File: config.mk
export PLATFORM = sky130hd
export DESIGN_NAME = execute_unit
export DESIGN_NICKNAME = d
export VERILOG_FILES = /design/src/hdl/mips_pkg.sv /design/src/hdl/execute_unit.sv
export SDC_FILE = /design/constraint.sdc
export NUM_CORES = 1
export LEC_CHECK = 0
export ABC_AREA = 1
export BUFFER_PORTS_ARGS = -buffer_cell sky130_fd_sc_hd__buf_4
export CORE_AREA = 2 2 146 148
export CTS_CLUSTER_DIAMETER = 50
export CTS_CLUSTER_SIZE = 20
export DETAILED_ROUTE_END_ITERATION = 8
export DIE_AREA = 0 0 148 150
export GPL_TIMING_DRIVEN = 0
export PLACE_DENSITY = 0.83
export SYNTH_ARGS = -nofsm -noshare
export SYNTH_HDL_FRONTEND = slang
export SYNTH_SLANG_ARGS = --single-unit
File: constraint.sdc
create_clock -name SYS_clk -period 3.7 [get_ports SYS_clk]
set_input_delay 0.185 -clock SYS_clk [delete_from_list [all_inputs] [get_ports SYS_clk]]
set_output_delay 0.185 -clock SYS_clk [all_outputs]
set_load 0.01 [all_outputs]
File: src/hdl/mips_pkg.sv
// shared types for the core; the PC is a word index into a 256-entry instruction memory
package mips_pkg;

    localparam int WORD_W = 32;
    localparam int PC_W   = 8;

    typedef logic [WORD_W-1:0] word_t;
    typedef logic [4:0]        reg_addr_t;
    typedef logic [PC_W-1:0]   pc_t;

    localparam logic [5:0] OP_RTYPE = 6'h00;
    localparam logic [5:0] OP_ADDI  = 6'h08;
    localparam logic [5:0] OP_LW    = 6'h23;
    localparam logic [5:0] OP_SW    = 6'h2b;
    localparam logic [5:0] OP_BEQ   = 6'h04;

    localparam logic [5:0] FN_ADD = 6'h20;
    localparam logic [5:0] FN_SUB = 6'h22;
    localparam logic [5:0] FN_AND = 6'h24;
    localparam logic [5:0] FN_OR  = 6'h25;
    localparam logic [5:0] FN_SLT = 6'h2a;

    typedef enum logic [2:0] {ALU_ADD, ALU_SUB, ALU_AND, ALU_OR, ALU_SLT} alu_op_e;

    typedef enum logic [1:0] {SEQ_IDLE, SEQ_RUN, SEQ_TRAP} seq_state_e;

    typedef struct packed {
        logic    reg_write;
        logic    mem_read;
        logic    mem_write;
        logic    alu_imm;     // b operand from the immediate
        logic    is_branch;
        logic    illegal;
        alu_op_e alu_op;
    } ctrl_t;

    typedef struct packed {
        logic  we;
        pc_t   addr;
        word_t data;
    } imem_write_t;

    typedef struct packed {
        logic      valid;
        pc_t       pc;
        ctrl_t     ctrl;
        word_t     operand_a;
        word_t     operand_b;
        word_t     imm;         // sign extended
        reg_addr_t dest;
    } id_ex_t;

    typedef struct packed {
        logic      valid;
        pc_t       pc;
        ctrl_t     ctrl;
        word_t     alu_result;
        word_t     store_data;
        reg_addr_t dest;
    } ex_mem_t;

    typedef struct packed {
        logic      valid;
        pc_t       pc;
        ctrl_t     ctrl;
        word_t     result;
        reg_addr_t dest;
    } mem_wb_t;

    typedef struct packed {
        logic      valid;
        pc_t       pc;
        reg_addr_t dest;
        word_t     data;
    } commit_t;

endpackage

File: src/hdl/execute_unit.sv
// arithmetic wraps with no overflow detection; slt compares signed
`timescale 1ns/1ps

module execute_unit (
    input  logic              SYS_clk,
    input  logic              SYS_reset,
    input  logic              run,
    input  logic              flush,
    input  logic              stall,
    input  mips_pkg::id_ex_t  id_rec,
    output mips_pkg::id_ex_t  ex_rec,
    output mips_pkg::ex_mem_t ex_result
);

    mips_pkg::word_t alu_b;
    mips_pkg::word_t alu_out;

    always_ff @(posedge SYS_clk or posedge SYS_reset)
    begin
        if (SYS_reset)
            ex_rec <= '0;
        else if (flush || stall || !run)
            ex_rec <= '0;                      // bubble
        else
            ex_rec <= id_rec;
    end

    assign alu_b = ex_rec.ctrl.alu_imm ? ex_rec.imm : ex_rec.operand_b;

    always_comb
    begin
        case (ex_rec.ctrl.alu_op)
            mips_pkg::ALU_ADD: alu_out = ex_rec.operand_a + alu_b;
            mips_pkg::ALU_SUB: alu_out = ex_rec.operand_a - alu_b;
            mips_pkg::ALU_AND: alu_out = ex_rec.operand_a & alu_b;
            mips_pkg::ALU_OR:  alu_out = ex_rec.operand_a | alu_b;
            mips_pkg::ALU_SLT:
                alu_out = {31'b0, $signed(ex_rec.operand_a) < $signed(alu_b)};
            default:           alu_out = '0;
        endcase
    end

    always_comb
    begin
        ex_result.valid      = ex_rec.valid;
        ex_result.pc         = ex_rec.pc;
        ex_result.ctrl       = ex_rec.ctrl;
        ex_result.alu_result = alu_out;
        ex_result.store_data = ex_rec.operand_b;   // rt value for sw
        ex_result.dest       = ex_rec.dest;
    end

endmodule

# Yosys cells after proc, flatten, opt, wreduce, memory -nomap -nowiden
# Index checks and enable logic that the tools add are counted.
[totals]
register_bits = 119
wordCells = 29
mem_bits_ro = 0
memories = 0
latch_bits = 0
inputBits = 124
out_inout_bits = 206
ramBits = 0
[op_classes]
n_bitwise = 2
eq_ne = 4
reduce_logical = 4
magnitude_cmp = 1
n_shift = 0
mux = 3
n_div = 0
addsub = 2
mul = 0
[op_table]
columns = ["cell", "n"]
rows = [
  ["32-bit case mux with 5 select lines", 1],
  ["119-bit 2-to-1 mux", 1],
  ["32-bit adder", 1],
  ["32-bit bitwise AND", 1],
  ["32-bit < comparator", 1],
  ["32-bit 2-to-1 mux", 1],
  ["32-bit bitwise OR", 1],
  ["32-bit subtractor", 1],
  ["3-bit by 2-bit equality test with 1-bit output (second input constant)", 2],
  ["3-bit by 1-bit equality test with 1-bit output (second input constant)", 1],
  ["3-bit equality test (second input constant)", 1],
  ["3-bit zero test", 1],
  ["1-bit logical OR", 2],
  ["1-bit zero test", 1],
]

# Longest topological paths before layout
[depth]
word_depth = 3
mapped_depth = 19
mapped_depth_nobuf = 18

# Worst setup path before layout
# Ideal clock, no wire load.
[synth_path]
path_type = "reg2out"
start = "register ex_rec[106] (netlist name)"
end = "output ex_result[37] (netlist name)"
required_time_ps = 3515
path_stages_with_launch = 19
n_path_buf = 2
t_arrival_ps = 2677
setup_slack_ps = 838
path_cell_list = "dfrtp_1 clkbuf_1 clkbuf_1 nand2_1 o21ai_0 inv_1 ha_1 fa_1 inv_1 nand3_1 nand2_1 nand2_1 nand2_2 nand2_2 nand2_2 nand2_2 nand3_1 nand3_2 a21oi_2"
[synth_lines]
columns = ["element", "line", "text"]
rows = [
  ["from (decl)", "execute_unit.sv:11", "output mips_pkg::id_ex_t ex_rec,"],
  ["from (signal assigned)", "execute_unit.sv:25", "ex_rec <= id_rec;"],
  ["to (decl)", "execute_unit.sv:12", "output mips_pkg::ex_mem_t ex_result"],
]

==> results <==
- STA classifies the critical path endpoint as a primary output.
- After detailed routing, the average wire length per cell comes to 21.44 um.
- For the worst setup path, the data required time is 3510 ps.
- The core footprint is 20690 um^2.
- The number of antenna-violating nets in the routed design is 0.
- The maximum buffer depth of the clock tree is 2.
- In this run the top signal layer used is met4.
- The number of instances on the worst hold path is 3.
- After layout, the worst setup slack is -152.9 ps.
- Summing the areas of all compound-gate instances in the mapped netlist gives 10.72% of the synthesized area.
- Across the run, the number of max-cap violations was 0.
- The synthesized netlist devotes 0% of its cell area to XOR and XNOR gates.
- The critical path startpoint category is a flip-flop.
- The top cell type by area accounts for 27.50% of the synthesized area.
- In the finished design, the share of the clock period the worst path needs comes to 104.1%.
- The HPWL after detailed placement is 35330 um.
- After the last flow step, the layout net total stands at 2382.
- The die is 148 um wide.
- Among all stages on the critical path, the largest delay is contributed by sky130_fd_sc_hd__dfrtp_2.
- The routed wire length on met3 is 5724 um.
- In this run, the number of DRC markers left after iteration 0 of detailed routing was around 1400.
- The number of standard cells after synthesis is between 1500 and 2000.
- Based on the critical path, the design can be clocked at up to 0.2595 GHz.
- The number of global-route vias before repair is 13269.
- Summing the areas of all fa, ha and maj instances in the mapped netlist gives 12.62% of the synthesized area.
- The tightest hold path in the finished design has a slack of -0.03569 ps.
- Entering global routing, the biggest net connects 86 pins.
- The via count is 13647.
- The number of cells in the design after placement is 2293.
- The synthesized netlist devotes 29.68% of its cell area to simple gates.
- ex_rec holds more flip-flops than any other register.
- The number of pins with negative max-slew slack in the final report is 0.
- Sorting the synthesized cells by area gives the leading types as sky130_fd_sc_hd__dfrtp_1 (27%), sky130_fd_sc_hd__inv_1 (13%), sky130_fd_sc_hd__ha_1 (12%), sky130_fd_sc_hd__nand2_1 (12%), sky130_fd_sc_hd__nor2_1 (8.1%).
- Cells fill 75.20% of the core in the end.
- The path class of the tightest hold or removal check is input pin to flip-flop.
- The headroom to the max-slew limit is about two fifths.
- The number of warnings issued by yosys is 0.
- Compared with the post-synthesis result, the final layout area differs by 43.66%.
- In the routed layout, each cell is associated on average with a via count of 5.582.
- The overall power of the completed layout is 4.353 mW.
- The first detailed-routing pass ran for 8 iterations.
- The static leakage is between 9 and 10 nW.
- In this run the count of I/O pins placed on the die edge is 330.
- The largest voltage drop on the vdd net is 281.3 uV.
- The arrival time of the worst setup path is roughly 3700 ps.
- The first global-routing pass estimated 74400 um of wire.
- For this run, the register share of the synthesized area comes to 27.50%.
- After detailed routing, the wire length on met1 is 19000 um.
- The cell repeated most along the worst path is sky130_fd_sc_hd__nand2_1.
- The global placement routability congestion is 0.9774.
- The run finished, with violations left.
- The mapped cell area is 10830 um^2.
- Setup repair after global routing could not meet its margin everywhere.
- The clock transition at the register clock pins on the worst setup and hold paths after CTS is about 70 ps.
- The critical path is of the flip-flop to primary output type.
- The number of nets in the synthesized netlist is 1920.
- Together, buffers and inverters on the worst path number 3.
- The y dimension of the die is 150 um.
- The number of clock buffers inserted by TritonCTS is 17.
- For this run, the slowest stage of the critical path takes 500 ps.
- The length of routed met2 wiring is 23750 um.
- TritonCTS built the clock tree.
- After synthesis, the largest family of logic cells by area is simple AND/OR/NAND/NOR gates.
- The share of cells above drive strength 1 is between 20% and 30%.
- The worst hold path terminates at ex_rec[79].
- The hold violation total from the final report is 1.
- The final global-route overflow total is 0.
- The checks that failed: hold timing, setup timing.
- For the finished layout, the period the worst path requires is 3853 ps.
- After synthesis, the share of cell area in mux cells is 0%.
- In this run the worst path has a maximum fanout of 10.
- Setup violations remaining at the end of the flow were counted as 4.
- The clock drives 119 sinks.
- The cell taking the most area after synthesis is sky130_fd_sc_hd__dfrtp_1.
- The post-synthesis area per instance is 6.416 um^2.
- The startpoint of the most critical hold path is id_rec[79].
- Leaving out filler cells and counting taps, the final layout contains 2445.
- The count of H-tree levels built during CTS is 4.
- Walking the worst path, the cells encountered are buf_2, nand2_1, o21ai_2, ha_1, buf_6, a21oi_1, o21ai_0, a21oi_1, nand2_1, nand2_1, nand2_1, nand2_1, nand3_1, nand3_1, buf_4.
- The number of storage elements in the synthesis netlist is 119.
- The clock tree root driver cell is sky130_fd_sc_hd__clkbuf_16.
- In this run the power density over the cells is 279.8 nW/um^2.
- The initial core utilization is 52.35%.
- For this run, design rule violations remaining after detail routing come to 0.
- The global-route total usage across every layer is 44.41%.
- At the pin with the least slew margin, the transition time is just over 900 ps.
- The number of rows created at floorplan is 53.
- The initial antenna violation count is 6.
- The total of buffers placed on input and output ports is between 300 and 400.
- The cell family with the largest share of critical-path delay is simple AND/OR/NAND/NOR gates.
- Adding up every negative setup slack in the final design gives -264.8 ps.
- The floorplan step defined a die boundary enclosing 22200 um^2.
- The register with the most flip-flops in the layout has ~120 of them.
- The count of distinct cell types in the synthesized netlist is 37.
- The largest registers in the layout are ex_rec x119.
- After detailed routing, the total wire length is roughly 52000 um.
metrics by stage:
step	worst slack (ps)	hold slack (ps)	instance area (um^2)
floorplan	357.5	291.2	10830
global placement	-927.2	406.2	13640
detailed placement	-339.2	191.2	13680
CTS	-14.17	0.3506	15400
global route	-193.6	-2.210	15560
finish	-152.9	-0.03569	15560
metal layers:
layer,up-vias,GRT usage [%]
met5,-,0
met1,6341,52.47
met2,1032,72.64
met4,0,26.43
li1,5985,-
met3,289,11.86
tightest hold or removal path, stage by stage:
cell and delay [ps]:
sky130_fd_sc_hd__buf_4 110, sky130_fd_sc_hd__inv_1 40, sky130_fd_sc_hd__nor2_1 40
power breakdown:
| part | total [mW] | internal (mW) | switching (mW) |
|---|---|---|---|
| clock network | 1.67 | 0.936 | 0.730 |
| registers | 1.38 | 1.33 | 0.0449 |
| logic | 1.31 | 0.527 | 0.781 |
| total | 4.35 | 2.80 | 1.56 |
repair_timing:
item,4_1_cts,5_1_grt
endpoints found under the hold margin,143,0
resized for setup,35,44
setup endpoints to repair,31,23
hold buffers,110,0
pin swaps,0,2
buffers inserted,0,4
kinds of logic after synthesis:
| logic type | after synthesis |
|---|---|
| AO/OA/AOI/OAI | 201 |
| AND/OR/NAND/NOR | 769 |
| buffers and inverters | 491 |
| flip-flops | 119 |
| adder cells (fa/ha/maj) | 108 |
placed cells by master, fill, tap and decap left out, drive strengths merged, types with 12 or more instances in the layout:
cell,instances
a21boi,14
ha,106
nor3,13
buf,409
nand2,364
nand4,15
dfrtp,119
o21ai,77
clkbuf,43
inv,394
nand3,127
nor2,246
o21bai,12
a21oi,85
dlygate4sd3,110
synth_stat cells, drive strengths merged:
master / number
a21boi: 14
nor4: 1
and2: 1
ha: 106
o21ai: 77
a21oi: 85
nor2: 246
nor3: 13
dfrtp: 119
buf: 73
nand3: 127
o211ai: 1
a31oi: 1
o221ai: 1
nand2: 364
o2111ai: 9
or2: 1
inv: 389
nand4: 15
o21bai: 12
clkbuf: 29
and3: 1
a221oi: 1
fa: 2
area by class of cell:
cell class                      instances  area, um^2
Fill cell                            1457        5131
Tap cell                              275       344.1
Clock inverter                         15       141.4
Timing Repair Buffer                  444        3628
Antenna cell                            7       17.52
Multi-Input combinational cell       1078        5877
Clock buffer                           17       425.4
Inverter                              389        1469
Buffer                                101       676.9
Sequential cell                       119        2979
worst max path at each step:
stage | start | end | slack [ps] | cells after the start
global route | ex_rec[106] | ex_result[60] | -190 | 15
global placement | SYS_reset | ex_rec[95] | -930 | 2
finish | ex_rec[106] | ex_result[60] | -150 | 15
floorplan | SYS_reset | ex_rec[0] | 360 | 1
detailed placement | ex_rec[106] | ex_result[67] | -340 | 18
CTS | ex_rec[106] | ex_result[67] | -10 | 14
Note: power is estimated with default switching activity, not from simulation.
