<file path="src/hdl/mips_pkg.sv">
// shared types for the core; the PC is a word index into a 256-entry instruction memory
package mips_pkg;

    localparam int WORD_W = 32;
    localparam int PC_W   = 8;

    typedef logic [WORD_W-1:0] word_t;
    typedef logic [4:0]        reg_addr_t;
    typedef logic [PC_W-1:0]   pc_t;

    localparam logic [5:0] OP_RTYPE = 6'h00;
    localparam logic [5:0] OP_ADDI  = 6'h08;
    localparam logic [5:0] OP_LW    = 6'h23;
    localparam logic [5:0] OP_SW    = 6'h2b;
    localparam logic [5:0] OP_BEQ   = 6'h04;

    localparam logic [5:0] FN_ADD = 6'h20;
    localparam logic [5:0] FN_SUB = 6'h22;
    localparam logic [5:0] FN_AND = 6'h24;
    localparam logic [5:0] FN_OR  = 6'h25;
    localparam logic [5:0] FN_SLT = 6'h2a;

    typedef enum logic [2:0] {ALU_ADD, ALU_SUB, ALU_AND, ALU_OR, ALU_SLT} alu_op_e;

    typedef enum logic [1:0] {SEQ_IDLE, SEQ_RUN, SEQ_TRAP} seq_state_e;

    typedef struct packed {
        logic    reg_write;
        logic    mem_read;
        logic    mem_write;
        logic    alu_imm;     // b operand from the immediate
        logic    is_branch;
        logic    illegal;
        alu_op_e alu_op;
    } ctrl_t;

    typedef struct packed {
        logic  we;
        pc_t   addr;
        word_t data;
    } imem_write_t;

    typedef struct packed {
        logic      valid;
        pc_t       pc;
        ctrl_t     ctrl;
        word_t     operand_a;
        word_t     operand_b;
        word_t     imm;         // sign extended
        reg_addr_t dest;
    } id_ex_t;

    typedef struct packed {
        logic      valid;
        pc_t       pc;
        ctrl_t     ctrl;
        word_t     alu_result;
        word_t     store_data;
        reg_addr_t dest;
    } ex_mem_t;

    typedef struct packed {
        logic      valid;
        pc_t       pc;
        ctrl_t     ctrl;
        word_t     result;
        reg_addr_t dest;
    } mem_wb_t;

    typedef struct packed {
        logic      valid;
        pc_t       pc;
        reg_addr_t dest;
        word_t     data;
    } commit_t;

endpackage

</file>
<file path="src/hdl/core_sequencer.sv">
// start is ignored while running; epc reads zero until a fault is taken
`timescale 1ns/1ps

module core_sequencer (
    input  logic              SYS_clk,
    input  logic              SYS_reset,
    input  logic              start,
    input  mips_pkg::mem_wb_t wb_rec,
    output logic              run,
    output logic              flush,
    output logic              clear_pc,
    output logic              trapped,
    output mips_pkg::pc_t     epc
);

    mips_pkg::seq_state_e state;
    logic                 go;
    logic                 fault;

    assign go    = start && (state != mips_pkg::SEQ_RUN);
    assign fault = (state == mips_pkg::SEQ_RUN) && wb_rec.valid && wb_rec.ctrl.illegal;

    always_ff @(posedge SYS_clk or posedge SYS_reset)
    begin
        if (SYS_reset)
        begin
            state <= mips_pkg::SEQ_IDLE;
            epc   <= '0;
        end
        else if (go)
        begin
            state <= mips_pkg::SEQ_RUN;
            epc   <= '0;
        end
        else if (fault)
        begin
            state <= mips_pkg::SEQ_TRAP;
            epc   <= wb_rec.pc;                // index of the faulting instruction
        end
    end

    assign run      = (state == mips_pkg::SEQ_RUN);
    assign flush    = go || fault;             // empties every stage on either edge
    assign clear_pc = go;
    assign trapped  = (state == mips_pkg::SEQ_TRAP);

endmodule

</file>
<file path="config.mk">
export PLATFORM = sky130hd
export DESIGN_NAME = core_sequencer
export DESIGN_NICKNAME = d
export VERILOG_FILES = /design/src/hdl/mips_pkg.sv /design/src/hdl/core_sequencer.sv
export SDC_FILE = /design/constraint.sdc
export NUM_CORES = 1
export LEC_CHECK = 0
export BUFFER_PORTS_ARGS = -buffer_cell sky130_fd_sc_hd__buf_2
export CAP_MARGIN = 20
export CORE_MARGIN = 5
export CORE_UTILIZATION = 26
export DETAILED_ROUTE_END_ITERATION = 12
export GPL_TIMING_DRIVEN = 1
export PLACE_DENSITY = 0.77
export SLEW_MARGIN = 10
export SYNTH_ARGS = -nofsm -noshare
export SYNTH_HDL_FRONTEND = slang
export SYNTH_SLANG_ARGS = --single-unit
</file>
<file path="constraint.sdc">
create_clock -name SYS_clk -period 1.53 [get_ports SYS_clk]
set_input_delay 0.306 -clock SYS_clk [delete_from_list [all_inputs] [get_ports SYS_clk]]
set_output_delay 0.306 -clock SYS_clk [all_outputs]
set_load 0.02 [all_outputs]
</file>
Yosys cells after proc, flatten, opt, wreduce, memory -nomap -nowiden
Index checks and enable logic that the tools add are counted.
W data, S select, Z words.
- bits in registers: 10
- bits in latches: 0
- RAM bits: 0
- memory bits (read-only): 0
- bits of input ports: 58
- memories: 0
- add/sub/neg operators: 0
- multiply operators: 0
- divide/modulo/power cells: 0
- order comparisons: 0
- equal/unequal tests: 3
- shifts and indexed selects: 0
- mux-type cells: 4
- bitwise operators: 0
- reductions and logical operators: 5
- operators with widths (operator ; count):
    $mux W8 ; 2
    $mux W2 ; 2
    $logic_and A1 B1 Y1 ; 3
    $eq A2 B1 Y1 const B ; 1
    $eq A2 B2 Y1 const B ; 1
    $ne A2 B1 Y1 const B ; 1
    $reduce_bool A2 Y1 ; 1
    $logic_or A1 B1 Y1 ; 1

Logic depth before layout (Yosys ltp)
Gate-level depths: netlist of run 1.
- depth in word-level cells: 5
- gate-level depth with buffers: 4
- depth with buffers taken out: 3

Least setup slack after synthesis of run 1
No wires, ideal clock.
- path kind: register to output
- start: register state[0]
- end: output flush
- arrival: 0.920 ns
- data required time: 1.224 ns
- setup slack: 0.304 ns
- stages on the path, launching flop included: 4
- buffers on the path: 0
- cells stage by stage: dfrtp_1 -> and4b_1 -> a21oi_2 -> inv_1
- cells in the longest elaborated chain, start to end: 4
- elaborated cells between the ends (all ways): 6
- RTL lines (element ; line ; text):
    start: declaration ; core_sequencer.sv:16 ; mips_pkg::seq_state_e state;
    start signal: assignment ; core_sequencer.sv:27 ; state <= mips_pkg::SEQ_IDLE;
    start signal: assignment ; core_sequencer.sv:32 ; state <= mips_pkg::SEQ_RUN;
    start signal: assignment ; core_sequencer.sv:37 ; state <= mips_pkg::SEQ_TRAP;
    $eq A2 B1 Y1 ; core_sequencer.sv:21 ; assign fault = (state == mips_pkg::SEQ_RUN) && wb_rec.valid && wb_rec.ctrl.illegal;
    $logic_and A1 B1 Y1 (2 in a row) ; core_sequencer.sv:21 ;
    $logic_or A1 B1 Y1 * ; core_sequencer.sv:43 ; assign flush = go || fault;
    end: declaration ; core_sequencer.sv:10 ; output logic flush,
Every way passes the cells marked *; elsewhere a longest branch is shown, timed or not.

Worst setup path after layout of run 1
Same ends and word-level chain as after synthesis.

==> flow_summary.ini, run 1 <==
[power_and_ir_drop]
pwr-share-seq = 0.401
power_frac_clock = 0.273
power_uw = 853
p_int_uw = 579
power.switching_uw = 273
p_per_area_nw_per_um2 = 1370
p_comb_frac = 0.326
power_leakage_nw = 0.362
swShare = 0.321
peakVddDrop_uv = 516

[placed_design]
hpwl_um = 834
io_buffer_count = 24
gp_congestion = 0.625
dp_slack_ns = 0.238

[clocking]
h-tree-depth = 1
cts_buffers = 3
clockBufferDepth = 2
cts-root-buf = clkbuf_4
cts_tree = done
clk_latency_ns = 0.26
cts_hold_buf = 0
clkSinkCount = 10
clkTransAtPathRegs_ns = 0.07

[floorplanning]
die_y_um = 49.9
row_count = 14
die_area_um2 = 2490
chipWidth_um = 49.9
core_um2 = 1510
io_pins = 70
initial_utilization = 0.275

[sta]
max_freq_mhz = 647
finClkSkew_ns = 0.000862
setup_slack_ns = -0.0149
finalSetupViolations = 1
maxSlewHeadroom = 0.753
hold_violations = 0
worst_hold_slack_ns = 0.00540
finalMaxSlewViolations = 0
tightest_slew_ns = 0.371
rsz0062_at_grt = true
post-route-period-util = 1.01
layout_min_cycle_time_ns = 1.54

[setup_path]
arrival_ns = 1.24
path_buf_inv = 2
crit_slowest_cell = dfrtp_1
crit_family = flip-flops
cp-start-kind = flip-flop
cp.required_ns = 1.22
worstPathCellList = and4b_1 -> a21oi_2 -> inv_1 -> buf_6
timing.critical_path.fanout_max = 4
path_class = reg -> out
cp_slowest_stage_delay_ns = 0.43
end_kind = output port

[route]
drc = 0
vias = 362
routed-wl-met3_um = 100
drt_iter0_drc = 0
wl_met2_um = 513
avgViaCountPerCell = 4.53
dr.pass1.iters = 1
antenna_left = 0
wl_per_cell_um = 13.0
top_layer_used = met3
drt_wl_total_mm = 1.04
wl_met1_um = 423

[synthesis]
synth_compound_area_frac = 0.145
yosys.area.top_type = dfrtp_1
synthMuxAreaShare = 0.0725
yosys.area_share.simple = 0.115
ys_seq_area_frac = 0.604
synth_warnings = 0
synth_xor_xnor_area_share = 0
synth_top_family_by_area = compound AO/OA/AOI/OAI gates
synth_nets = 92
yosysTopAreaCellShare = 0.604
syn-cell-area_um2 = 414
ys_types = 12
avgSynthCellArea_um2 = 12.2
synth.area.top_cells = dfrtp_1, a22o_1, mux2i_1, nor2_1, inv_1
synth-seq-cells = 10
synth_fa_ha_area_frac = 0
syn_inst = 34

[cells_and_area]
final_layout_size_suffix_gt1_frac = 0.531
fin_nets = 123
n_antenna_cell = 0
fill_cells = 152
area_delta_synth_final_pct = 49.8

[global_routing]
overflow = 0
grt_usage = 0.0890
grt_pass1_vias = 413
antenna_found_initial = 0
grt_pass1_wl_mm = 1.73
grt_max_degree = 11

[status]
outcome = finished with violations
violations = setup timing

[job]
max_cap_violations = 0

[min_path]
hold_path.class = in -> async
[worst reg2reg max path, cell delays in order, from the launching register on]
cell     delay [ns]
dfrtp_1        0.40
and4b_1        0.29
a21oi_2        0.05
buf_4          0.13
buf_4          0.14
a22o_1         0.18
[final cells by class]
class	instances	area, um2	area share
Timing Repair Buffer	27	151	0.244
Inverter	4	15.0	0.0242
Clock buffer	4	36.3	0.0585
Multi-Input combinational cell	19	148	0.238
Sequential cell	10	250	0.403
Tap cell	16	20.0	0.0323
[routing by layer]
| layer | track usage | vias up |
|---|---|---|
| met2 | 0.153 | 18 |
| met4 | 0.0524 | 0 |
| met3 | 0.0241 | 0 |
| met5 | 0 | - |
| met1 | 0.0958 | 168 |
| li1 | - | 176 |
[logic make-up after synthesis]
family | count (synthesis)
buffers and inverters | 5
DFF | 10
and+or+nand+nor | 9
AOI/OAI and AO/OA | 7
muxes | 3
[path summary, 6_finish.rpt]
kind | end | from | depth (start not counted) | slack, ns
min in group SYS_clk | epc[0] | wb_rec[46] | 2 | 0.27
max in group asynchronous | epc[2] | SYS_reset | 2 | 1.26
min | epc[0] | SYS_reset | 2 | 0.005
max | flush | state[0] | 4 | -0.01
min reg2reg | epc[7] | epc[7] | 1 | 0.50
max reg2reg | epc[5] | state[1] | 5 | 0.22
[power by group through the flow]
stage / clock (mW) / sequential [mW] / combinational, mW
global route: 0.253 / 0.349 / 0.300
finish: 0.233 / 0.342 / 0.278
CTS: 0.247 / 0.340 / 0.261
detailed placement: 0 / 0.343 / 0.261
global placement: 0 / 0.341 / 0.252
floorplan: 0 / 0.395 / 0.107
[Yosys cell counts]
library cell / n
nand2b_1: 1
inv_1: 4
a21o_1: 1
nor2_1: 5
and2_1: 1
and4b_1: 1
a22o_1: 5
nor2b_1: 1
dfrtp_1: 10
buf_6: 1
mux2i_1: 3
a21oi_2: 1
[stage by stage]
step	setup TNS [ns]	utilization	instances	instance area, um2
2_1_floorplan	0	-	34	414
3_3_place_gp	0	0.370	75	558
3_5_place_dp	0	0.370	75	558
4_1_cts	-0.0154	0.395	79	594
5_1_grt	-0.0700	0.412	80	621
6_report	-0.0149	0.412	80	621
[sequential cells by signal, summed over array words and instances (netlist names)]
name and count:
epc 8, state 2
[repair_timing]
| item | CTS | global route |
|---|---|---|
| gates resized for setup | 0 | 5 |
| endpoints found under the setup margin | 2 | 2 |
| gates cloned | 0 | 0 |
| pin swaps | 1 | 2 |
| setup buffers | 0 | 1 |
[layout by cell type (no fill, tap or decap)]
| master | synthesis | final |
|---|---|---|
| inv_1 | 4 | 4 |
| clkbuf_4 | 0 | 3 |
| buf_2 | 0 | 22 |
| nand2b_4 | 0 | 1 |
| and4b_1 | 1 | 1 |
| a21oi_2 | 1 | 1 |
| and2_4 | 0 | 1 |
| buf_4 | 0 | 4 |
| clkbuf_8 | 0 | 1 |
| a21o_1 | 1 | 1 |
| nor2b_1 | 1 | 1 |
| a22o_1 | 5 | 5 |
| mux2i_1 | 3 | 3 |
| nor2_1 | 5 | 5 |
| dfrtp_1 | 10 | 10 |
| buf_6 | 1 | 1 |
No activity file was read; power rests on OpenSTA's default activity.
==> inputs of run 2 (changes only) <==
Settings changed: CELL_PAD_IN_SITES_DETAIL_PLACEMENT set to 1, CELL_PAD_IN_SITES_GLOBAL_PLACEMENT set to 1, CORE_ASPECT_RATIO set to 1.25, CORE_UTILIZATION 26 to 16, PLACE_DENSITY 0.77 to not set, PLACE_DENSITY_LB_ADDON set to 0.1.
==> flow_summary.ini, run 2 (synthesized netlist as in run 1, its figures left out) <==
[clocking]
cts-root-buf = clkbuf_4
clk_latency_ns = 0.25
clkSinkCount = 10
cts_buffers = 3
h-tree-depth = 1
clockBufferDepth = 2
cts_tree = done
clkTransAtPathRegs_ns = 0.06

[placed_design]
placedCellCount = 92
hpwl_um = 894
place_area_um2 = 579
dp_slack_ns = 0.256
io_buffer_count = 24
gp_congestion = 0.608

[setup_path]
worst_r2r_path_depth = 5
cp-start-kind = flip-flop
end_kind = output port
arrival_ns = 1.19
cp.required_ns = 1.22
r2r_start = state[1]
timing.critical_path.fanout_max = 4
timing.rr.end = epc[3]
reg2reg_slack_ns = 0.18
path_class = reg -> out

[cells_and_area]
fin_nets = 124
layout.cells.non_filler = 97
area_delta_synth_final_pct = 54.7
fin_util = 0.261
seq_area_um2 = 251
n_antenna_cell = 0
largest_reg_flops = 8
multiInputGateArea_um2 = 148
final_layout_size_suffix_gt1_frac = 0.547
layout_common_cells = buf_2, dfrtp_1, a22o_1, nor2_1
final_common_cell = buf_2
top_register = epc
fill_cells = 307
final_area_um2 = 641
top_regs = epc x8, state x2

[floorplanning]
die_area_um2 = 3710
chipWidth_um = 55.5
row_count = 20
initial_utilization = 0.169
die_y_um = 66.9
core_um2 = 2450
io_pins = 70

[sta]
max_freq_mhz = 669
post-route-period-util = 0.977
finalSetupViolations = 0
setup_slack_ns = 0.0358
finalMaxSlewViolations = 0
maxSlewHeadroom = 0.745
tightest_slew_ns = 0.382
rsz0062_at_grt = true
hold_violations = 0
worst_hold_slack_ns = 0.0187
layout_min_cycle_time_ns = 1.49
fin_tns_setup_ns = 0
finClkSkew_ns = 0.00129

[power_and_ir_drop]
power.switching_uw = 266
peakVddDrop_uv = 402
swShare = 0.334
p_comb_frac = 0.359
power_frac_clock = 0.212
pwr-share-seq = 0.429
p_per_area_nw_per_um2 = 1240
power_leakage_nw = 0.360
power_uw = 796
p_int_uw = 530

[route]
wl_per_cell_um = 11.4
vias = 372
antenna_left = 0
avgViaCountPerCell = 3.84
drt_iter0_drc = 2
dr.pass1.iters = 2
drt_wl_total_mm = 1.10
drc = 0

[global_routing]
gr-usage-met1 = 0.0810
met2_usage = 0.0917
grt_pass1_wl_mm = 1.94
overflow = 0
grt_max_degree = 11
antenna_found_initial = 0
grt_pass1_vias = 422
grt_usage = 0.0674
gr-max-usage-layer = met2
use_met3 = 0.0349

[job]
max_cap_violations = 0

[status]
outcome = completed

[min_path]
hold_path.class = in -> async
==> run 2: cell types whose count changed in the layout (fill, tap and decap cells not counted) <==
cell / change
buf_6: +1
clkbuf_8: -1
dfrtp_1: -1
dfrtp_2: +1
==> run 2: critical path, cell delays in order, from the launching register on <==
cell,delay [ns]
dfrtp_1,0.38
and4b_1,0.23
a21oi_2,0.14
inv_1,0.07
buf_6,0.13
==> run 2: how the worst max path moves through the flow <==
| stage | startpoint | to | depth (start not counted) |
|---|---|---|---|
| final | state[1] | flush | 4 |
| after global routing | state[1] | flush | 4 |
| after CTS | state[1] | flush | 4 |
| after detailed placement | state[1] | epc[3] | 4 |
| after global placement | state[1] | flush | 4 |
| after floorplan | state[0] | flush | 3 |
==> run 2: layout make-up <==
cell class,instances,share of cell area
tap,33,0.0645
inverter,4,0.0234
sequential,10,0.393
clock buffer,3,0.0352
timing repair buffer,28,0.254
multi-input combinational,19,0.230
==> run 2: power groups by stage <==
| stage | sequential (mW) | clock [mW] | combinational (mW) |
|---|---|---|---|
| 3_3_place_gp | 0.346 | 0 | 0.260 |
| 5_1_grt | 0.349 | 0.199 | 0.311 |
| 3_5_place_dp | 0.344 | 0 | 0.262 |
| 6_report | 0.342 | 0.168 | 0.286 |
| 4_1_cts | 0.342 | 0.180 | 0.264 |
| 2_1_floorplan | 0.395 | 0 | 0.107 |
==> run 2: timing repair <==
action,in CTS,in global routing
hold buffers,0,0
endpoints found under the setup margin,2,2
pin swaps,1,1
gates resized for setup,1,6
setup buffers,0,2
==> run 2: metal layers <==
metal / routed length [um] / up-vias
met5: 0 / -
met4: 10 / 0
met3: 106 / 2
met2: 458 / 23
met1: 528 / 170
li1: - / 177
