**src/hdl/mips_pkg.sv**
```systemverilog
// shared types for the core; the PC is a word index into a 256-entry instruction memory
package mips_pkg;

    localparam int WORD_W = 32;
    localparam int PC_W   = 8;

    typedef logic [WORD_W-1:0] word_t;
    typedef logic [4:0]        reg_addr_t;
    typedef logic [PC_W-1:0]   pc_t;

    localparam logic [5:0] OP_RTYPE = 6'h00;
    localparam logic [5:0] OP_ADDI  = 6'h08;
    localparam logic [5:0] OP_LW    = 6'h23;
    localparam logic [5:0] OP_SW    = 6'h2b;
    localparam logic [5:0] OP_BEQ   = 6'h04;

    localparam logic [5:0] FN_ADD = 6'h20;
    localparam logic [5:0] FN_SUB = 6'h22;
    localparam logic [5:0] FN_AND = 6'h24;
    localparam logic [5:0] FN_OR  = 6'h25;
    localparam logic [5:0] FN_SLT = 6'h2a;

    typedef enum logic [2:0] {ALU_ADD, ALU_SUB, ALU_AND, ALU_OR, ALU_SLT} alu_op_e;

    typedef enum logic [1:0] {SEQ_IDLE, SEQ_RUN, SEQ_TRAP} seq_state_e;

    typedef struct packed {
        logic    reg_write;
        logic    mem_read;
        logic    mem_write;
        logic    alu_imm;     // b operand from the immediate
        logic    is_branch;
        logic    illegal;
        alu_op_e alu_op;
    } ctrl_t;

    typedef struct packed {
        logic  we;
        pc_t   addr;
        word_t data;
    } imem_write_t;

    typedef struct packed {
        logic      valid;
        pc_t       pc;
        ctrl_t     ctrl;
        word_t     operand_a;
        word_t     operand_b;
        word_t     imm;         // sign extended
        reg_addr_t dest;
    } id_ex_t;

    typedef struct packed {
        logic      valid;
        pc_t       pc;
        ctrl_t     ctrl;
        word_t     alu_result;
        word_t     store_data;
        reg_addr_t dest;
    } ex_mem_t;

    typedef struct packed {
        logic      valid;
        pc_t       pc;
        ctrl_t     ctrl;
        word_t     result;
        reg_addr_t dest;
    } mem_wb_t;

    typedef struct packed {
        logic      valid;
        pc_t       pc;
        reg_addr_t dest;
        word_t     data;
    } commit_t;

endpackage

```
**src/hdl/hazard_unit.sv**
```systemverilog
// loads are never forwarded; a consumer waits until the load reaches write-back
`timescale 1ns/1ps

module hazard_unit (
    input  mips_pkg::reg_addr_t src_a,
    input  mips_pkg::reg_addr_t src_b,
    input  logic                use_a,
    input  logic                use_b,
    input  mips_pkg::id_ex_t    ex_rec,
    input  mips_pkg::ex_mem_t   mem_rec,
    output logic                stall,
    output logic [1:0]          fwd_sel
);

    logic ex_wr;
    logic mem_ld;
    logic mem_alu;
    logic need_a;
    logic need_b;

    assign ex_wr   = ex_rec.valid && ex_rec.ctrl.reg_write;
    assign mem_ld  = mem_rec.valid && mem_rec.ctrl.mem_read;
    assign mem_alu = mem_rec.valid && mem_rec.ctrl.reg_write && !mem_rec.ctrl.mem_read;

    assign need_a = use_a && (src_a != '0);    // r0 never creates a dependence
    assign need_b = use_b && (src_b != '0);

    assign stall = (need_a && ex_wr  && ex_rec.dest  == src_a) ||
                   (need_b && ex_wr  && ex_rec.dest  == src_b) ||
                   (need_a && mem_ld && mem_rec.dest == src_a) ||
                   (need_b && mem_ld && mem_rec.dest == src_b);

    assign fwd_sel[1] = need_a && mem_alu && mem_rec.dest == src_a;
    assign fwd_sel[0] = need_b && mem_alu && mem_rec.dest == src_b;

endmodule

```
**config.mk**
```make
export PLATFORM = sky130hd
export DESIGN_NAME = hazard_unit
export DESIGN_NICKNAME = d
export VERILOG_FILES = /design/src/hdl/mips_pkg.sv /design/src/hdl/hazard_unit.sv
export SDC_FILE = /design/constraint.sdc
export NUM_CORES = 1
export LEC_CHECK = 0
export BUFFER_PORTS_ARGS = -buffer_cell sky130_fd_sc_hd__buf_2
export CORE_AREA = 4 4 83 85
export DETAILED_ROUTE_END_ITERATION = 7
export DIE_AREA = 0 0 87 89
export PLACE_DENSITY = 0.48
export SYNTH_ARGS = -nofsm -noshare
export SYNTH_HDL_FRONTEND = slang
export SYNTH_SLANG_ARGS = --single-unit
```
**constraint.sdc**
```tcl
create_clock -name vclk -period 1.5
set_input_delay 0.225 -clock vclk [all_inputs]
set_output_delay 0.225 -clock vclk [all_outputs]
set_load 0.02 [all_outputs]
```
==> Word-level counts from Yosys, hierarchy flattened <==
Index checks and enable logic that the tools add are counted.
{ "classes": {"n_reduce_logical": 24, "n_eq_ne": 4} }
{ "ops": {"columns": ["operator", "count"], "rows": [
  ["$eq A5 B5 Y1", 4],
  ["$logic_and A1 B1 Y1", 18],
  ["$reduce_bool A5 Y1", 2],
  ["$logic_or A1 B1 Y1", 3],
  ["$logic_not A1 Y1", 1]
]} }
{ "word_totals": {"regBits": 0, "output_inout_bits": 3, "inputBits": 218, "elab_cells": 28} }

==> Depth between registers and ports, before layout <==
Gate-level depths: netlist (run 1).
{ "depth": {"ltp_word": 7, "depth_mapped": 5, "mapped_depth_nobuf": 5} }

==> Worst setup path after synthesis (run 1) <==
OpenSTA, ideal clock, no wires.
{ "synth_path": {"kind": "input-to-output", "start": "input src_a[1]", "end": "output stall", "t_required_ps": 1275, "path_slack_ps": -58, "path_buffers": 0, "cell_stages": 5, "arrival_ps": 1333, "path_cell_list": "or4_1 o21ai_2 nor4_1 o211ai_2 o311ai_1"} }
{ "synth_via": {"elab_chain_cells": 7, "word_cells_on_any_way": 11, "cone_classes": "eq/ne (2); reduce/logical (9)"} }
{ "synth_rtl": {"columns": ["element", "line_no", "text"], "rows": [
  ["start: declaration", "hazard_unit.sv:5", "input mips_pkg::reg_addr_t src_a,"],
  ["$reduce_bool A5 Y1", "hazard_unit.sv:25", "assign need_a = use_a && (src_a != '0);"],
  ["$logic_and A1 B1 Y1", "hazard_unit.sv:25", null],
  ["$logic_and A1 B1 Y1 (2 in a row)", "hazard_unit.sv:28", "assign stall = (need_a && ex_wr && ex_rec.dest == src_a) ||"],
  ["$logic_or A1 B1 Y1", "hazard_unit.sv:28", null],
  ["$logic_or A1 B1 Y1 *", "hazard_unit.sv:29", "(need_b && ex_wr && ex_rec.dest == src_b) ||"],
  ["$logic_or A1 B1 Y1 *", "hazard_unit.sv:30", "(need_a && mem_ld && mem_rec.dest == src_a) ||"],
  ["end: declaration", "hazard_unit.sv:11", "output logic stall,"]
]} }
Every way passes the cells marked *; elsewhere a longest branch is shown, timed or not.

==> Final worst setup path (run 1) <==
{ "layout_path": {"start": "input src_b[4]", "end": "output stall"} }
{ "layout_via": {"elab_chain_cells": 7, "word_cells_on_any_way": 11, "cone_classes": "eq/ne (2); reduce/logical (9)"} }
{ "layout_rtl": {"columns": ["element", "line_no", "text"], "rows": [
  ["start: declaration", "hazard_unit.sv:6", "input mips_pkg::reg_addr_t src_b,"],
  ["$reduce_bool A5 Y1", "hazard_unit.sv:26", "assign need_b = use_b && (src_b != '0);"],
  ["$logic_and A1 B1 Y1", "hazard_unit.sv:26", null],
  ["$logic_and A1 B1 Y1 (2 in a row)", "hazard_unit.sv:29", null],
  ["$logic_or A1 B1 Y1", "hazard_unit.sv:28", null],
  ["$logic_or A1 B1 Y1", "hazard_unit.sv:29", null],
  ["$logic_or A1 B1 Y1 *", "hazard_unit.sv:30", null]
]} }
Marks and branches as above.

==> results of run 1 <==
kinds of logic after synthesis:
logic type      Yosys count  share of synthesized area [%]
simple gates             13                          29.11
compound gates            4                          11.81
xor+xnor                 20                          59.07
area by class of cell:
| type | count | area (um^2) | area share, % |
|---|---|---|---|
| well taps | 77 | 96.34 | 13.14 |
| repair buffers | 44 | 294.0 | 40.10 |
| multi-input cells | 37 | 342.8 | 46.76 |
path summary, 6_finish.rpt:
path | from | end | depth (start not counted)
max | src_b[4] | stall | 7
min | mem_rec[86] | stall | 4
metrics by stage:
| stage | power (mW) | std cells | worst slack (ns) |
|---|---|---|---|
| after floorplan | 0.05636 | 37 | -0.05787 |
| after global placement | 0.1474 | 155 | -0.3039 |
| after detailed placement | 0.1469 | 155 | -0.3275 |
| after CTS | 0.1734 | 158 | -0.2878 |
| after global routing | 0.1910 | 158 | -0.3355 |
| final | 0.1742 | 158 | -0.2828 |
layer usage:
| metal | up-vias | track usage, % | routed length [um] |
|---|---|---|---|
| li1 | 227 | - | - |
| met1 | 199 | 6.532 | 876 |
| met2 | 16 | 7.177 | 827 |
| met3 | 0 | 0.4608 | 81 |
| met4 | 0 | 0 | 0 |
| met5 | - | 0 | 0 |
Yosys cell counts:
master	n
or3_1	1
or4_1	2
and4b_1	2
nor4_1	2
o211ai_2	1
o21ai_1	1
o21ai_2	1
xor2_1	4
nand3_1	4
xnor2_1	16
o311ai_1	1
nand4_1	2
power by group:
part | switching (mW) | leakage, nW | internal [mW]
logic | 0.0734 | 0.294 | 0.101
clock network | 0 | 0 | 0
registers | 0 | 0 | 0
total | 0.0734 | 0.294 | 0.101
what timing repair did:
action,4_1_cts,5_1_grt
hold buffers,0,0
gates cloned,0,0
resized for setup,19,1
endpoints found under the setup margin,3,3
buffers inserted,3,0
pin swaps,10,1
==> run metrics, run 1 <==
layout cells sized above 1 between 60% and 70%; Synthesized Nets roughly 260; final WL about 1.8 mm; Die Y 89 um; Synth Area per Inst approximately 8.0 um^2; sequential cell area fraction in the yosys report 0%; CP startpoint kind input pin; Max Slew Vio Count 0; final setup TNS -0.6427 ns; die width 87 um; critical path's top delay family simple AND/OR/NAND/NOR gates; commonest non-fill, non-tap cell in the layout buf_2; io pins between 200 and 250; nets around 300; RSZ-0062 raised after global routing true; routability congestion estimate 0.7515; crit-path max FO 2; Critical Path, Cell by Cell buf_8 > or4_4 > o21ai_4 > nor4_2 > o211ai_2 > o311ai_2 > buf_4; Die ar. 7743 um^2; VDD IR max slightly below 100 uV; vias in the first global route between 500 and 600; Slew headroom about four fifths; crit path capture type output port; vias per cell approximately 2.8; Worst Hold Class in2out; Area contributors post-synth xnor2_1, xor2_1, and4b_1; DR iter-0 viols 10; area post-placement around 630 um^2; Area Growth Syn to Fin 147.3%; CP max-delay cell or4_4; arrival time worst endpoint between 1.5 and 2 ns; worst slew pin tran 0.3184 ns; Core Rows 29; final setup violation count 3; GRT Resource Usage Total around 4.4%; post-DP HPWL approximately 1.6 mm; Final ANT Viol Nets 0; antenna violations before repair 0; smallest hold slack 0.8770 ns; Final Cell Area between 700 and 800 um^2; first-pass GRT wire length ~2.6 mm; Synth top area share ~47%; Util after Layout a little under an eighth; area leader, netlist xnor2_1; Initial Util roughly 4.8%; # clk buffers 0; final-layout fill cell count 713; core footprint about 6200 um^2; Power Density about 240 nW/um^2; Final period util 118.9%; Detailed Routing Iterations Pass 1 3; Mapped Cells 37; failing checks negative setup slack; Vias between 400 and 500; number of diodes 0; largest net degree at the start of global routing 4; most frequent cells in the layout buf_2, xnor2_1, buf_4; Syn Std Cell Area approximately 300 um^2; Final Hold Viols 0; number of buffers added on ports 30; fmax 560.9 MHz; status complete, but fails checks; Tmin final roughly 1.8 ns; WS Path Type in2out; gr ovfl total 0; FFs & Latches 0; Leakage just under 0.3 nW; FF+latch area 0 um^2; Crit path largest cell delay roughly 0.54 ns; Setup WS post-layout -0.2828 ns; wire per inst about 11 um; Syn. warnings 0; Req. time, crit path 1.27 ns; synth unique cells 12; Remaining DRCs 0; CP bufs+invs 2; Max-Cap Viols 0
Note: power is estimated with default switching activity, not from simulation.
==> inputs of run 2 (changes only) <==
==> constraint.sdc (replaced) <==
create_clock -name vclk -period 1.7
set_input_delay 0.255 -clock vclk [all_inputs]
set_output_delay 0.255 -clock vclk [all_outputs]
set_load 0.02 [all_outputs]
==> run 2 against run 1 <==
Against the previous run: the flow still finishes with violations (negative setup slack); first-iteration DRC count is 20% lower; sequential share of layout area stayed put; worst setup slack better by 0.16 ns; critical path depth stayed put; largest power group unchanged.
==> run metrics, run 2 (same netlist as run 1, synthesis figures left out) <==
Final ANT Viol Nets 0 (unchanged); Req. time, crit path 1.44 ns (was 1.27 ns); Leakage 0.3319 nW (was 0.2939 nW); largest net degree at the start of global routing 4 (unchanged); wire per inst 10.80 um (was 11.30 um); Post-CTS Hold Buffers 0 (unchanged); io pins 221 (unchanged); fmax approximately 550 MHz; Power Density 217.2 nW/um^2 (was 237.6 nW/um^2); post-DP HPWL 1.623 mm (was 1.615 mm); Die Y 89 um (unchanged); worst slew pin tran 0.2837 ns (was 0.3184 ns); most frequent cells in the layout buf_2, buf_4, xnor2_1 (was buf_2, xnor2_1, buf_4); M3 GR Usage 2.304% (was 0.4608%); final setup violation count 3 (unchanged); layout cells sized above 1 69.05% (was 65.43%); # clk buffers 0 (unchanged); core footprint 6205 um^2 (unchanged); Max Slew Vio Count 0 (unchanged); Setup WS post-layout -0.1266 ns (was -0.2828 ns); die width 87 um (unchanged); Core Rows 29 (unchanged); nets 304 (was 301); met2 Usage GRT 6.970% (was 7.177%); CP startpoint kind input pin (unchanged); antenna violations before repair 0 (unchanged); Detailed Routing Iterations Pass 1 2 (was 3); Final Cell Area 829.5 um^2 (was 733.2 um^2); Worst Hold Class in2out (unchanged); Initial Util 4.779% (unchanged); vias in the first global route 508 (was 510); crit-path max FO 2 (unchanged); FF+latch area 0 um^2 (unchanged); Area Growth Syn to Fin 179.7% (was 147.3%); failing checks negative setup slack (unchanged); Final Hold Viols 0 (unchanged); final-layout fill cell count 708 (was 713); status complete, but fails checks (unchanged); number of diodes 0 (unchanged); RSZ-0062 raised after global routing true (unchanged); busiest layer in global routing met2 (unchanged); gr ovfl total 0 (unchanged); commonest non-fill, non-tap cell in the layout buf_2 (unchanged); number of buffers added on ports 30 (unchanged); routability congestion estimate 0.7370 (was 0.7515); smallest hold slack 0.9069 ns (was 0.8770 ns); GRT Resource Usage Total 4.246% (was 4.378%); DR iter-0 viols 8 (was 10); vias per cell 2.857 (was 2.797); Max-Cap Viols 0 (unchanged); first-pass GRT wire length 2.532 mm (was 2.615 mm); total power 0.1802 mW (was 0.1742 mW); final setup TNS -0.1941 ns (was -0.6427 ns); cell count after placement 161 (was 155); Tmin final between 1.5 and 2 ns; FFs & Latches 0 (unchanged); area of the multi-input gates 391.6 um^2 (was 342.8 um^2); area post-placement 670.6 um^2 (was 625.6 um^2); final std cells w/o fill 161 (was 158); Vias 460 (was 442); Die ar. 7743 um^2 (unchanged); Remaining DRCs 0 (unchanged); met1 Usage GRT 5.234% (was 6.532%); Slew headroom 81.02% (was 78.60%); final WL 1.738 mm (was 1.785 mm); crit path capture type output port (unchanged); Final period util 107.4%; WS Path Type in2out (unchanged); VDD IR max 64.50 uV (was 96.76 uV); arrival time worst endpoint 1.57 ns (was 1.56 ns)
[run 2: final timing paths]
kind,start,end,depth (start not counted)
hold / removal,mem_rec[86],stall,4
setup / recovery,src_a[1],stall,7
[run 2: per-stage QoR]
step / setup WS [ns] / utilization (%)
floorplan: 0.08213 / -
global placement: -0.2866 / 10.81
detailed placement: -0.2784 / 10.81
CTS: -0.1491 / 11.78
global route: -0.1784 / 13.37
finish: -0.1266 / 13.37
[run 2: repair_timing]
item,in CTS,in global routing
endpoints found under the setup margin,3,3
cloned,0,0
setup buffers,0,1
pin swaps,4,7
gates resized for setup,12,20
[run 2: per-layer routing]
metal / wire, um / share of wire (%)
met5: 0 / 0
met4: 0 / 0
met3: 220 / 13
met2: 850 / 49
met1: 668 / 38
[run 2: worst max-delay path, stage by stage]
cell      delay [ns]
buf_6           0.09
or4_4           0.53
o21ai_4         0.17
nor4_4          0.07
o211ai_2        0.16
o311ai_1        0.11
buf_4           0.17
[run 2: final cells by class]
cell class | count | area share [%]
multi-input cells | 37 | 47.21
repair buffers | 47 | 41.18
well taps | 77 | 11.61
[run 2: power breakdown]
part | leakage [nW] | total (mW) | internal, mW | switching (mW)
registers | 0 | 0 | 0 | 0
logic | 0.332 | 0.180 | 0.105 | 0.0753
clock network | 0 | 0 | 0 | 0
total | 0.332 | 0.180 | 0.105 | 0.0753
==> inputs of run 3 (changes only) <==
--- a/config.mk
+++ b/config.mk
@@ -10,6 +10,8 @@
 export DETAILED_ROUTE_END_ITERATION = 7
 export DIE_AREA = 0 0 87 89
 export PLACE_DENSITY = 0.48
+export REMOVE_ABC_BUFFERS = 1
+export SETUP_SLACK_MARGIN = 0.15
 export SYNTH_ARGS = -nofsm -noshare
 export SYNTH_HDL_FRONTEND = slang
 export SYNTH_SLANG_ARGS = --single-unit
==> run 3 against run 2 <==
Against the previous run: the run still ends with negative setup slack left; total power shrank 12%; via count decreased by 2.4%; global-route usage decreased by 0.060 points; flip-flop and latch count did not move; combinational power shrank 12%; wire length fell by 1.4%; first-iteration DRC count down 13%; count of clock-buffer cells in the layout unchanged; design area is 7.2% lower; final cell count rose by 0.62%; critical path type unchanged; largest power group unchanged.
==> run metrics, run 3 (same netlist as run 1, synthesis figures left out) <==
status complete, but fails checks (unchanged); failing checks negative setup slack (unchanged); wire per inst 10.58 um (was 10.80 um); antenna violations before repair 0 (unchanged); final-layout fill cell count 708 (unchanged); vias per cell 2.772 (was 2.857); Req. time, crit path 1.44 ns (about the same); CP most frequent cell buf_4; Routed met3 length 199 um (was 220 um); Power Density 206.9 nW/um^2 (was 217.2 nW/um^2); Sequential Power Share 0% (about the same); Detailed Routing Iterations Pass 1 2 (unchanged); final setup violation count 3 (unchanged); Tmin final 1.886 ns (was 1.827 ns); GRT Resource Usage Total 4.187% (was 4.246%); Remaining DRCs 0 (unchanged); Die Y 89 um (unchanged); Core Rows 29 (unchanged); CP bufs+invs 3 (was 2); Area Growth Syn to Fin 159.5% (was 179.7%); smallest hold slack 0.8985 ns (was 0.9069 ns); CP max-delay cell or4_4 (unchanged); Place WS -0.2784 ns (unchanged); vias in the first global route 507 (was 508); routability congestion estimate 0.7370 (unchanged); # clk buffers 0 (unchanged); VDD IR max 57.96 uV (was 64.50 uV); Die ar. 7743 um^2 (unchanged); Initial Util 4.779% (unchanged); cell count after placement 161 (unchanged); first-pass GRT wire length 2.518 mm (was 2.532 mm); Post-CTS Hold Buffers 0 (unchanged); RSZ-0062 raised after global routing true (unchanged); Final ANT Viol Nets 0 (unchanged); Final Cell Area 769.5 um^2 (was 829.5 um^2); FFs & Latches 0 (unchanged); arrival time worst endpoint 1.63 ns (was 1.57 ns); NetSw 0.06348 mW (was 0.07527 mW); Worst path depth 8 (was 7); most frequent cells in the layout buf_2, buf_4, xnor2_1 (unchanged); final WL 1.714 mm (was 1.738 mm); Final period util 110.9% (was 107.4%); commonest non-fill, non-tap cell in the layout buf_2 (unchanged); Final Hold Viols 0 (unchanged); Slew headroom 79.90% (was 81.02%); top sig layer met3 (unchanged); layout cells sized above 1 67.06% (was 69.05%); total power 0.1592 mW (was 0.1802 mW); io pins 221 (unchanged); Critical Path, Cell by Cell buf_6 > or4_4 > o21ai_2 > nor4_1 > buf_4 > o211ai_2 > o311ai_1 > buf_4 (was buf_6 > or4_4 > o21ai_4 > nor4_4 > o211ai_2 > o311ai_1 > buf_4); Worst Hold Class in2out (unchanged); core footprint 6205 um^2 (unchanged); post-DP HPWL 1.623 mm (unchanged); Critical Path Start src_b[4] (was src_a[1]); nets 305 (was 304); Setup WS post-layout -0.1855 ns (was -0.1266 ns); DRT met1 WL 694 um (was 668 um); met2 wire length 820 um (was 850 um); crit path to stall (unchanged); DR iter-0 viols 7 (was 8); crit-path max FO 2 (unchanged); FF+latch area 0 um^2 (unchanged); crit path capture type output port (unchanged); Combinational Power Share 100.0% (about the same); die width 87 um (unchanged); WS Path Type in2out (unchanged); largest net degree at the start of global routing 4 (unchanged); number of diodes 0 (unchanged); Crit path largest cell delay 0.53 ns (about the same); Pint 0.09575 mW (was 0.1049 mW); number of buffers added on ports 30 (unchanged); Max-Cap Viols 0 (unchanged); area post-placement 670.6 um^2 (unchanged); final std cells w/o fill 162 (was 161); Leakage 0.3228 nW (was 0.3319 nW); gr ovfl total 0 (unchanged); critical path's top delay family simple AND/OR/NAND/NOR gates (unchanged); switch share 39.86% (was 41.77%); clock power share 0% (about the same); Vias 449 (was 460); Max Slew Vio Count 0 (unchanged); CP startpoint kind input pin (unchanged); fmax 530.4 MHz (was 547.5 MHz); worst slew pin tran 0.2991 ns (was 0.2837 ns)
## run 3: changes by cell type in the layout (fill, tap and decap cells not counted), sizes merged
cell  before  now
buf       47   48
## run 3: layer usage
layer  vias to the layer above  global-route usage [%]
li1                        236                       -
met4                         0                       0
met2                        16                   6.901
met5                         -                       0
met1                       197                   5.226
met3                         0                   2.120
## run 3: repair_timing
item / in CTS / in global routing
setup buffers: 1 / 0
cloned: 0 / 0
resized for setup: 13 / 6
pin swaps: 8 / 7
endpoints found under the setup margin: 3 / 3
## run 3: through the flow
step | TNS (ns) | utilization (%)
detailed placement | -0.6059 | 10.81
finish | -0.3206 | 12.40
global placement | -0.6335 | 10.81
floorplan | 0 | -
CTS | -0.4334 | 11.76
global route | -0.4650 | 12.40
## run 3: layout make-up
class	count	area [um^2]	share of cell area [%]
multi-input combinational	37	344.1	44.72
tap	77	96.34	12.52
timing repair buffer	48	329.1	42.76
## run 3: worst min-delay path: stages
cell      delay [ns]
buf_2           0.10
o211ai_2        0.07
o311ai_1        0.07
buf_4           0.15
## run 3: power groups by stage
stage / logic, mW / registers [mW] / clock network, mW
global route: 0.174 / 0 / 0
finish: 0.159 / 0 / 0
floorplan: 0.0497 / 0 / 0
detailed placement: 0.138 / 0 / 0
global placement: 0.138 / 0 / 0
CTS: 0.150 / 0 / 0
## run 3: how the worst min path moves through the flow
stage	startpoint	end	slack, ns	cells after the start
floorplan	mem_rec[86]	fwd_sel[0]	0.73	1
global placement	mem_rec[86]	stall	0.93	4
detailed placement	mem_rec[86]	stall	0.93	4
CTS	mem_rec[86]	stall	0.91	4
global route	mem_rec[86]	stall	0.94	4
finish	mem_rec[86]	stall	0.90	4
